<file path="src/rtl/riscvPkg.sv">
`default_nettype none

package riscvPkg;

   // datapath word and register index widths
   localparam int WordWidth    = 32;
   localparam int RegAddrWidth = 5;

   // major opcodes of the supported RV32I subset
   typedef enum logic [6:0] {
      opLoad   = 7'b0000011,
      opStore  = 7'b0100011,
      opRtype  = 7'b0110011,
      opItype  = 7'b0010011,
      opBranch = 7'b1100011,
      opJal    = 7'b1101111
   } opcodeT;

   // execute ALU operation
   // aluAdd is the zero code so a bubble leaves the ALU adding
   typedef enum logic [2:0] {
      aluAdd = 3'b000,
      aluSub = 3'b001,
      aluAnd = 3'b010,
      aluOr  = 3'b011,
      aluSlt = 3'b101
   } aluCtrlT;

   // immediate format selector
   typedef enum logic [1:0] {
      immI = 2'b00,
      immS = 2'b01,
      immB = 2'b10,
      immJ = 2'b11
   } immSrcT;

   // writeback result source
   typedef enum logic [1:0] {
      resAlu = 2'b00,
      resMem = 2'b01,
      resPc4 = 2'b10
   } resultSrcT;

endpackage

`default_nettype wire
</file>
<file path="src/rtl/ctrlIf.sv">
`timescale 1ns/1ps
`default_nettype none

interface ctrlIf;

   logic                regWrite;
   logic                memWrite;
   logic                jump;
   logic                branch;
   logic                aluSrc;
   logic                loadByte;
   riscvPkg::resultSrcT resultSrc;
   riscvPkg::aluCtrlT   aluControl;
   riscvPkg::immSrcT    immSrc;

   // decoder side drives the whole bundle
   modport ctrlSrc (
      output regWrite, memWrite, jump, branch, aluSrc, loadByte,
      output resultSrc, aluControl, immSrc
   );

   // pipeline register side, immSrc is consumed in decode only
   modport ctrlDst (
      input regWrite, memWrite, jump, branch, aluSrc, loadByte,
      input resultSrc, aluControl
   );

endinterface

`default_nettype wire

</file>
<file path="src/rtl/decodeStage.sv">
`timescale 1ns/1ps
`default_nettype none

module decodeStage #(
   parameter bit WriteThrough = 1'b1
) (
   input  wire logic                              clk,
   input  wire logic                              rst,
   input  wire logic [riscvPkg::WordWidth-1:0]    instrD,
   input  wire logic [riscvPkg::WordWidth-1:0]    pcD,
   input  wire logic [riscvPkg::WordWidth-1:0]    pcPlus4D,
   input  wire logic [riscvPkg::WordWidth-1:0]    resultW,
   input  wire logic                              regWriteW,
   input  wire logic [riscvPkg::RegAddrWidth-1:0] rdW,
   input  wire logic                              flushE,
   output logic [riscvPkg::WordWidth-1:0]         rd1E,
   output logic [riscvPkg::WordWidth-1:0]         rd2E,
   output logic [riscvPkg::WordWidth-1:0]         pcE,
   output logic [riscvPkg::WordWidth-1:0]         pcPlus4E,
   output logic [riscvPkg::WordWidth-1:0]         immExtE,
   output logic [riscvPkg::RegAddrWidth-1:0]      rs1E,
   output logic [riscvPkg::RegAddrWidth-1:0]      rs2E,
   output logic [riscvPkg::RegAddrWidth-1:0]      rdE,
   output logic                                   regWriteE,
   output logic                                   memWriteE,
   output logic                                   jumpE,
   output logic                                   branchE,
   output logic                                   aluSrcE,
   output logic                                   loadByteE,
   output riscvPkg::resultSrcT                    resultSrcE,
   output riscvPkg::aluCtrlT                      aluControlE,
   output logic [riscvPkg::RegAddrWidth-1:0]      rs1DH,
   output logic [riscvPkg::RegAddrWidth-1:0]      rs2DH
);

   logic [riscvPkg::RegAddrWidth-1:0] rs1D;
   logic [riscvPkg::RegAddrWidth-1:0] rs2D;
   logic [riscvPkg::RegAddrWidth-1:0] rdD;
   logic [riscvPkg::WordWidth-1:0]    rd1D;
   logic [riscvPkg::WordWidth-1:0]    rd2D;
   logic [riscvPkg::WordWidth-1:0]    immExtD;

   ctrlIf ctrlBus ();

   // register fields of the instruction
   assign rs1D = instrD[19:15];
   assign rs2D = instrD[24:20];
   assign rdD  = instrD[11:7];

   // hazard unit taps, no register in between
   assign rs1DH = rs1D;
   assign rs2DH = rs2D;

   controlUnit uControl (
      .instr (instrD),
      .ctrl  (ctrlBus.ctrlSrc)
   );

   immExtender uImm (
      .instr  (instrD),
      .immSrc (ctrlBus.immSrc),
      .immExt (immExtD)
   );

   registerFile #(
      .WriteThrough (WriteThrough)
   ) uRegFile (
      .clk       (clk),
      .rst       (rst),
      .addr1     (rs1D),
      .addr2     (rs2D),
      .addr3     (rdW),
      .writeEn   (regWriteW),
      .writeData (resultW),
      .readData1 (rd1D),
      .readData2 (rd2D)
   );

   decodePipeReg uPipeReg (
      .clk         (clk),
      .rst         (rst),
      .flushE      (flushE),
      .ctrl        (ctrlBus.ctrlDst),
      .rd1         (rd1D),
      .rd2         (rd2D),
      .pc          (pcD),
      .pcPlus4     (pcPlus4D),
      .immExt      (immExtD),
      .rs1         (rs1D),
      .rs2         (rs2D),
      .rd          (rdD),
      .rd1E        (rd1E),
      .rd2E        (rd2E),
      .pcE         (pcE),
      .pcPlus4E    (pcPlus4E),
      .immExtE     (immExtE),
      .rs1E        (rs1E),
      .rs2E        (rs2E),
      .rdE         (rdE),
      .regWriteE   (regWriteE),
      .memWriteE   (memWriteE),
      .jumpE       (jumpE),
      .branchE     (branchE),
      .aluSrcE     (aluSrcE),
      .loadByteE   (loadByteE),
      .resultSrcE  (resultSrcE),
      .aluControlE (aluControlE)
   );

endmodule

`default_nettype wire

</file>
<file path="src/rtl/decodePipeReg.sv">
`timescale 1ns/1ps
`default_nettype none

module decodePipeReg (
   input  wire logic                              clk,
   input  wire logic                              rst,
   input  wire logic                              flushE,
   ctrlIf.ctrlDst                                 ctrl,
   input  wire logic [riscvPkg::WordWidth-1:0]    rd1,
   input  wire logic [riscvPkg::WordWidth-1:0]    rd2,
   input  wire logic [riscvPkg::WordWidth-1:0]    pc,
   input  wire logic [riscvPkg::WordWidth-1:0]    pcPlus4,
   input  wire logic [riscvPkg::WordWidth-1:0]    immExt,
   input  wire logic [riscvPkg::RegAddrWidth-1:0] rs1,
   input  wire logic [riscvPkg::RegAddrWidth-1:0] rs2,
   input  wire logic [riscvPkg::RegAddrWidth-1:0] rd,
   output logic [riscvPkg::WordWidth-1:0]         rd1E,
   output logic [riscvPkg::WordWidth-1:0]         rd2E,
   output logic [riscvPkg::WordWidth-1:0]         pcE,
   output logic [riscvPkg::WordWidth-1:0]         pcPlus4E,
   output logic [riscvPkg::WordWidth-1:0]         immExtE,
   output logic [riscvPkg::RegAddrWidth-1:0]      rs1E,
   output logic [riscvPkg::RegAddrWidth-1:0]      rs2E,
   output logic [riscvPkg::RegAddrWidth-1:0]      rdE,
   output logic                                   regWriteE,
   output logic                                   memWriteE,
   output logic                                   jumpE,
   output logic                                   branchE,
   output logic                                   aluSrcE,
   output logic                                   loadByteE,
   output riscvPkg::resultSrcT                    resultSrcE,
   output riscvPkg::aluCtrlT                      aluControlE
);

   logic clearNext;

   // a flushed slot is the same all-zero bubble as reset
   assign clearNext = flushE;

   always_ff @(posedge clk or posedge rst) begin
      if (rst) begin
         rd1E        <= '0;
         rd2E        <= '0;
         pcE         <= '0;
         pcPlus4E    <= '0;
         immExtE     <= '0;
         rs1E        <= '0;
         rs2E        <= '0;
         rdE         <= '0;
         regWriteE   <= 1'b0;
         memWriteE   <= 1'b0;
         jumpE       <= 1'b0;
         branchE     <= 1'b0;
         aluSrcE     <= 1'b0;
         loadByteE   <= 1'b0;
         resultSrcE  <= riscvPkg::resAlu;
         aluControlE <= riscvPkg::aluAdd;
      end else if (clearNext) begin
         rd1E        <= '0;
         rd2E        <= '0;
         pcE         <= '0;
         pcPlus4E    <= '0;
         immExtE     <= '0;
         rs1E        <= '0;
         rs2E        <= '0;
         rdE         <= '0;
         regWriteE   <= 1'b0;
         memWriteE   <= 1'b0;
         jumpE       <= 1'b0;
         branchE     <= 1'b0;
         aluSrcE     <= 1'b0;
         loadByteE   <= 1'b0;
         resultSrcE  <= riscvPkg::resAlu;
         aluControlE <= riscvPkg::aluAdd;
      end else begin
         rd1E        <= rd1;
         rd2E        <= rd2;
         pcE         <= pc;
         pcPlus4E    <= pcPlus4;
         immExtE     <= immExt;
         rs1E        <= rs1;
         rs2E        <= rs2;
         rdE         <= rd;
         regWriteE   <= ctrl.regWrite;
         memWriteE   <= ctrl.memWrite;
         jumpE       <= ctrl.jump;
         branchE     <= ctrl.branch;
         aluSrcE     <= ctrl.aluSrc;
         loadByteE   <= ctrl.loadByte;
         resultSrcE  <= ctrl.resultSrc;
         aluControlE <= ctrl.aluControl;
      end
   end

endmodule

`default_nettype wire

</file>
<file path="src/rtl/registerFile.sv">
`timescale 1ns/1ps
`default_nettype none

module registerFile #(
   parameter bit WriteThrough = 1'b1
) (
   input  wire logic                              clk,
   input  wire logic                              rst,
   input  wire logic [riscvPkg::RegAddrWidth-1:0] addr1,
   input  wire logic [riscvPkg::RegAddrWidth-1:0] addr2,
   input  wire logic [riscvPkg::RegAddrWidth-1:0] addr3,
   input  wire logic                              writeEn,
   input  wire logic [riscvPkg::WordWidth-1:0]    writeData,
   output logic [riscvPkg::WordWidth-1:0]         readData1,
   output logic [riscvPkg::WordWidth-1:0]         readData2
);

   localparam int Depth = 2 ** riscvPkg::RegAddrWidth;

   logic [riscvPkg::WordWidth-1:0] regs [Depth];
   logic                           writeLive;

   // x0 never takes a write
   assign writeLive = writeEn && (addr3 != '0);

   always_ff @(posedge clk or posedge rst) begin
      if (rst) begin
         for (int i = 0; i < Depth; i++) begin
            regs[i] <= '0;
         end
      end else if (writeLive) begin
         regs[addr3] <= writeData;
      end
   end

   // one read port, with optional bypass of the write in flight
   function automatic logic [riscvPkg::WordWidth-1:0] readPort(
      input logic [riscvPkg::RegAddrWidth-1:0] addr
   );
      logic [riscvPkg::WordWidth-1:0] value;
      if (addr == '0) begin
         value = '0;
      end else if (WriteThrough && writeLive && (addr == addr3)) begin
         value = writeData;
      end else begin
         value = regs[addr];
      end
      return value;
   endfunction

   assign readData1 = readPort(addr1);
   assign readData2 = readPort(addr2);

endmodule

`default_nettype wire

</file>
<file path="src/rtl/immExtender.sv">
`timescale 1ns/1ps
`default_nettype none

module immExtender (
   input  wire logic [riscvPkg::WordWidth-1:0] instr,
   input  riscvPkg::immSrcT                    immSrc,
   output logic [riscvPkg::WordWidth-1:0]      immExt
);

   localparam int W = riscvPkg::WordWidth;

   logic signBit;

   // every format takes its sign from bit 31
   assign signBit = instr[31];

   always_comb begin
      case (immSrc)
         // imm[11:0]
         riscvPkg::immI: immExt = {{(W - 12){signBit}}, instr[31:20]};
         // imm[11:5] and imm[4:0]
         riscvPkg::immS: immExt = {{(W - 12){signBit}}, instr[31:25], instr[11:7]};
         // branch offset, halfword aligned
         riscvPkg::immB: immExt = {{(W - 12){signBit}}, instr[7], instr[30:25],
                                   instr[11:8], 1'b0};
         // jal offset, halfword aligned
         riscvPkg::immJ: immExt = {{(W - 20){signBit}}, instr[19:12], instr[20],
                                   instr[30:21], 1'b0};
         default:        immExt = '0;
      endcase
   end

endmodule

`default_nettype wire

</file>
<file path="src/rtl/controlUnit.sv">
`timescale 1ns/1ps
`default_nettype none

module controlUnit (
   input  wire logic [riscvPkg::WordWidth-1:0] instr,
   ctrlIf.ctrlSrc                             ctrl
);

   // class of ALU operation chosen by the main decoder
   typedef enum logic [1:0] {
      opClassAdd,
      opClassSub,
      opClassFunct
   } aluOpT;

   riscvPkg::opcodeT opcode;
   aluOpT            aluOp;
   logic [2:0]       funct3;
   logic             funct7b5;
   logic             isRtype;

   assign opcode   = riscvPkg::opcodeT'(instr[6:0]);
   assign funct3   = instr[14:12];
   assign funct7b5 = instr[30];
   assign isRtype  = (opcode == riscvPkg::opRtype);

   // main decoder
   always_comb begin
      ctrl.regWrite  = 1'b0;
      ctrl.memWrite  = 1'b0;
      ctrl.branch    = 1'b0;
      ctrl.jump      = 1'b0;
      ctrl.aluSrc    = 1'b0;
      ctrl.resultSrc = riscvPkg::resAlu;
      ctrl.immSrc    = riscvPkg::immI;
      aluOp          = opClassAdd;
      case (opcode)
         riscvPkg::opLoad: begin
            ctrl.regWrite  = 1'b1;
            ctrl.aluSrc    = 1'b1;
            ctrl.resultSrc = riscvPkg::resMem;
         end
         riscvPkg::opStore: begin
            ctrl.memWrite = 1'b1;
            ctrl.aluSrc   = 1'b1;
            ctrl.immSrc   = riscvPkg::immS;
         end
         riscvPkg::opRtype: begin
            ctrl.regWrite = 1'b1;
            aluOp         = opClassFunct;
         end
         riscvPkg::opItype: begin
            ctrl.regWrite = 1'b1;
            ctrl.aluSrc   = 1'b1;
            aluOp         = opClassFunct;
         end
         riscvPkg::opBranch: begin
            ctrl.branch = 1'b1;
            ctrl.immSrc = riscvPkg::immB;
            aluOp       = opClassSub;
         end
         riscvPkg::opJal: begin
            ctrl.regWrite  = 1'b1;
            ctrl.jump      = 1'b1;
            ctrl.resultSrc = riscvPkg::resPc4;
            ctrl.immSrc    = riscvPkg::immJ;
         end
         // unknown opcode stays a bubble
         default: ;
      endcase
   end

   // ALU decoder
   always_comb begin
      ctrl.aluControl = riscvPkg::aluAdd;
      case (aluOp)
         opClassSub: ctrl.aluControl = riscvPkg::aluSub;
         opClassFunct: begin
            case (funct3)
               3'b000:  ctrl.aluControl = (isRtype && funct7b5) ? riscvPkg::aluSub
                                                                  : riscvPkg::aluAdd;
               3'b010:  ctrl.aluControl = riscvPkg::aluSlt;
               3'b110:  ctrl.aluControl = riscvPkg::aluOr;
               3'b111:  ctrl.aluControl = riscvPkg::aluAnd;
               default: ctrl.aluControl = riscvPkg::aluAdd;
            endcase
         end
         default: ctrl.aluControl = riscvPkg::aluAdd;
      endcase
   end

   // lb shares the load opcode with lw, funct3 tells them apart
   assign ctrl.loadByte = (opcode == riscvPkg::opLoad) && (funct3 == 3'b000);

endmodule

`default_nettype wire

</file>
<file path="config.mk">
export PLATFORM = sky130hd
export DESIGN_NAME = decodeStage
export DESIGN_NICKNAME = d
export VERILOG_FILES = /design/src/rtl/riscvPkg.sv /design/src/rtl/ctrlIf.sv /design/src/rtl/decodeStage.sv /design/src/rtl/decodePipeReg.sv /design/src/rtl/registerFile.sv /design/src/rtl/immExtender.sv /design/src/rtl/controlUnit.sv
export SDC_FILE = /design/constraint.sdc
export NUM_CORES = 2
export LEC_CHECK = 0
export ABC_AREA = 0
export CAP_MARGIN = 20
export CELL_PAD_IN_SITES_DETAIL_PLACEMENT = 1
export CELL_PAD_IN_SITES_GLOBAL_PLACEMENT = 1
export CORE_UTILIZATION = 40
export DETAILED_ROUTE_END_ITERATION = 12
export DONT_BUFFER_PORTS = 1
export PLACE_DENSITY = 0.58
export SETUP_SLACK_MARGIN = 0.2
export SLEW_MARGIN = 20
export SYNTH_ARGS = -nofsm -noshare
export SYNTH_HDL_FRONTEND = slang
export SYNTH_SLANG_ARGS = --single-unit
</file>
<file path="constraint.sdc">
create_clock -name clk -period 56.6 [get_ports clk]
set_clock_uncertainty 0.05 [all_clocks]
set_input_delay 8.49 -clock clk [delete_from_list [all_inputs] [get_ports clk]]
set_output_delay 8.49 -clock clk [all_outputs]
set_load 0.02 [all_outputs]
</file>
==> metrics <==
P_leak=28.9 nW; Initial DRC Count=roughly 2700; GR Util All Layers=27.0%; num rows=142; vias=about 37000; fraction of layout cells with a size suffix above 1=a little over two fifths; Logic pwr share=approximately 15%; post-CTS setup buffers=0; top post-synthesis cells by count=1199 x dfrtp_1, 996 x mux2_2, 384 x mux4_2; most frequent cell after synthesis=dfrtp_1; Reg power frac=46.0%; Antenna Nets Post-Route=0; clk slew on worst S/H paths=approximately 0.060 ns; Util after Layout=between 40 and 50%; CTS Hold Bufs=0; Placer Congestion=~0.73; DRT Pass-1 Iters=5; Die X=roughly 400 µm; Post-synth EDFFs=0; post-DP HPWL=just over 100 mm; die area=approximately 0.15 mm²; vias per cell=6.25; Synth area leader=dfrtp_1; drt wl/cell=about 34 µm; final WL=204 mm; outcome=finished, final reports clean; fillers=about 15000; top area cells in the synthesized netlist=dfrtp_1 50%, mux2_2 19%, mux4_2 14%; CORE AREA=between 0.1 and 0.15 mm²; fin nets=4005; Finished Layout Cells=~6000; clock latency on the worst-skew pair=0.77 ns; htree depth=4; post-cts resize count=0; # DRC=0; Synth Flop Type=dfrtp_1; die height=a little under 400 µm; setup violators final=0; Worst Hold Slack=approximately 0.34 ns; CP Launch Type=input port; Internal=1.81 mW; Final period util=between 30% and 40%; grt ovf=0; placed insts=~5700; Crit Path Max Fanout=between 150 and 200; fin. max-slew vios=0; Pwr Density=~37 mW/mm²; final hold viol count=0; Max-slew headroom=17.2%; Required @ worst endpoint=between 40 and 50 ns; Ports=~330; Port Buffers=0; IR drop worst, VDD=~0.031 mV; Period minus WS final=17.03 ns; sw frac=26.0%; Yosys top cell area share=49.7%; initial antenna violation count=4; FMAX=58.7 MHz; synth unique cells=52; Post-Syn Area=roughly 0.060 mm²; Ys Warns=0; setup tns final=0 ns; largest net degree at the start of global routing=approximately 330; Initial Util=approximately two fifths; clk buf depth=3; #FFs+latches synth=between 1000 and 1500; Avg Inst Size Synth=~15 µm²; Hold WC Path Type=flip-flop to flip-flop; Area Growth Syn to Fin=9.82%; asr flop ratio synth=100%; CTS tree=built; Worst-Margin Slew=1.24 ns; crit path DAT=around 8.5 ns; clk root buf=clkbuf_16; Mapped Cells=between 4000 and 5000; CP endpoint kind=output pin; max-cap violation count=0; first-pass GRT wire length=a little under 300 mm; critical path type=input port to output pin; clk sinks=1199; vias in the first global route=approximately 40000; power share of the clock group=between 30% and 40%; Psw=~0.63 mW; unrepaired setup endpoints after global routing=no; TritonCTS Buffers=approximately 140; post-synthesis sequential area ratio=between 40% and 50%; syn nets=~4300
per-layer routing:
metal / track usage, % / share of wire (%)
met5: 0 / 0
met4: 8.30 / 2.8
met3: 4.56 / 5.3
met2: 41.7 / 46
met1: 38.7 / 46
stage by stage:
stage	setup WS, ns	cell area (µm²)	power, mW
global route	39.56	66300	2.55
global placement	39.55	61500	1.49
finish	39.57	66300	2.44
CTS	39.55	66300	2.46
floorplan	14.28	60400	1.44
detailed placement	39.55	61500	1.50
sequential cells by signal (all words and copies together), names as in the netlist:
register / count
uRegFile.regs: 1024
uPipeReg.immExtE: 21
uPipeReg.rd2E: 32
uPipeReg.pcPlus4E: 32
uPipeReg.regWriteE: 1
uPipeReg.rs1E: 5
uPipeReg.pcE: 32
uPipeReg.aluSrcE: 1
uPipeReg.branchE: 1
uPipeReg.rd1E: 32
uPipeReg.rdE: 5
uPipeReg.jumpE: 1
uPipeReg.rs2E: 5
uPipeReg.resultSrcE: 2
uPipeReg.loadByteE: 1
uPipeReg.memWriteE: 1
uPipeReg.aluControlE: 3
worst paths after layout:
check	from	end	slack [ns]	depth (start not counted)
hold reg to reg	uRegFile.regs[1023]	uRegFile.regs[1023]	0.34	0
min in group asynchronous	rst	uPipeReg.immExtE[9]	7.61	1
hold / removal	uRegFile.regs[1023]	uRegFile.regs[1023]	0.34	0
setup reg to reg	uRegFile.regs[911]	uPipeReg.rd1E[15]	54.56	5
setup / recovery	instrD[16]	rs1DH[1]	39.57	0
max in group asynchronous	rst	uRegFile.regs[448]	44.53	6
power groups by stage:
| stage | clock (mW) | sequential [mW] | combinational, mW |
|---|---|---|---|
| after floorplan | 0 | 1.10 | 0.337 |
| after global placement | 0 | 1.13 | 0.361 |
| after detailed placement | 0 | 1.13 | 0.369 |
| after CTS | 0.969 | 1.12 | 0.371 |
| after global routing | 1.00 | 1.14 | 0.405 |
| final | 0.946 | 1.12 | 0.375 |
kinds of logic (layout without fill, tap and decap cells):
logic type                 Yosys count  count (layout)  synth area share (%)
muxes                             1700            1700                  38.2
DFF                               1199            1199                  49.7
buffers and inverters              482             314                  3.63
AOI/OAI and AO/OA                  469             469                  5.81
and+or+nand+nor                    281             281                  2.52
xor gates and xnor gates            10              10                 0.145
adders and majority gates            2               2                0.0414
other                                0               4                     0
cell type report:
cell class              instances  area (µm²)  share of cell area, %
flip-flops and latches       1199       30000                   45.2
multi-input cells            2462       28500                   43.0
clock buffers                 212        4320                   6.51
well taps                    2016        2520                   3.80
repair buffers                 53         475                  0.717
clock inverters                41         469                  0.707
inverters                       8        37.5                 0.0566
diodes                          4        10.0                 0.0151
cells in the final DEF, fill, tap and decap left out, types with 23 or more instances in the layout:
cell	instances
a211oi_1	96
a21oi_1	43
a221o_1	33
a221oi_1	64
a22oi_1	64
a32o_1	33
buf_4	48
clkbuf_1	29
clkbuf_16	150
clkbuf_8	33
clkinv_2	23
dfrtp_1	1198
mux2_2	996
mux2i_1	319
mux4_2	384
nand2_1	46
nor2_1	39
nor2b_1	117
o21ai_0	63
o221ai_1	32
o22ai_1	32
(Power assumes the default switching activity.)
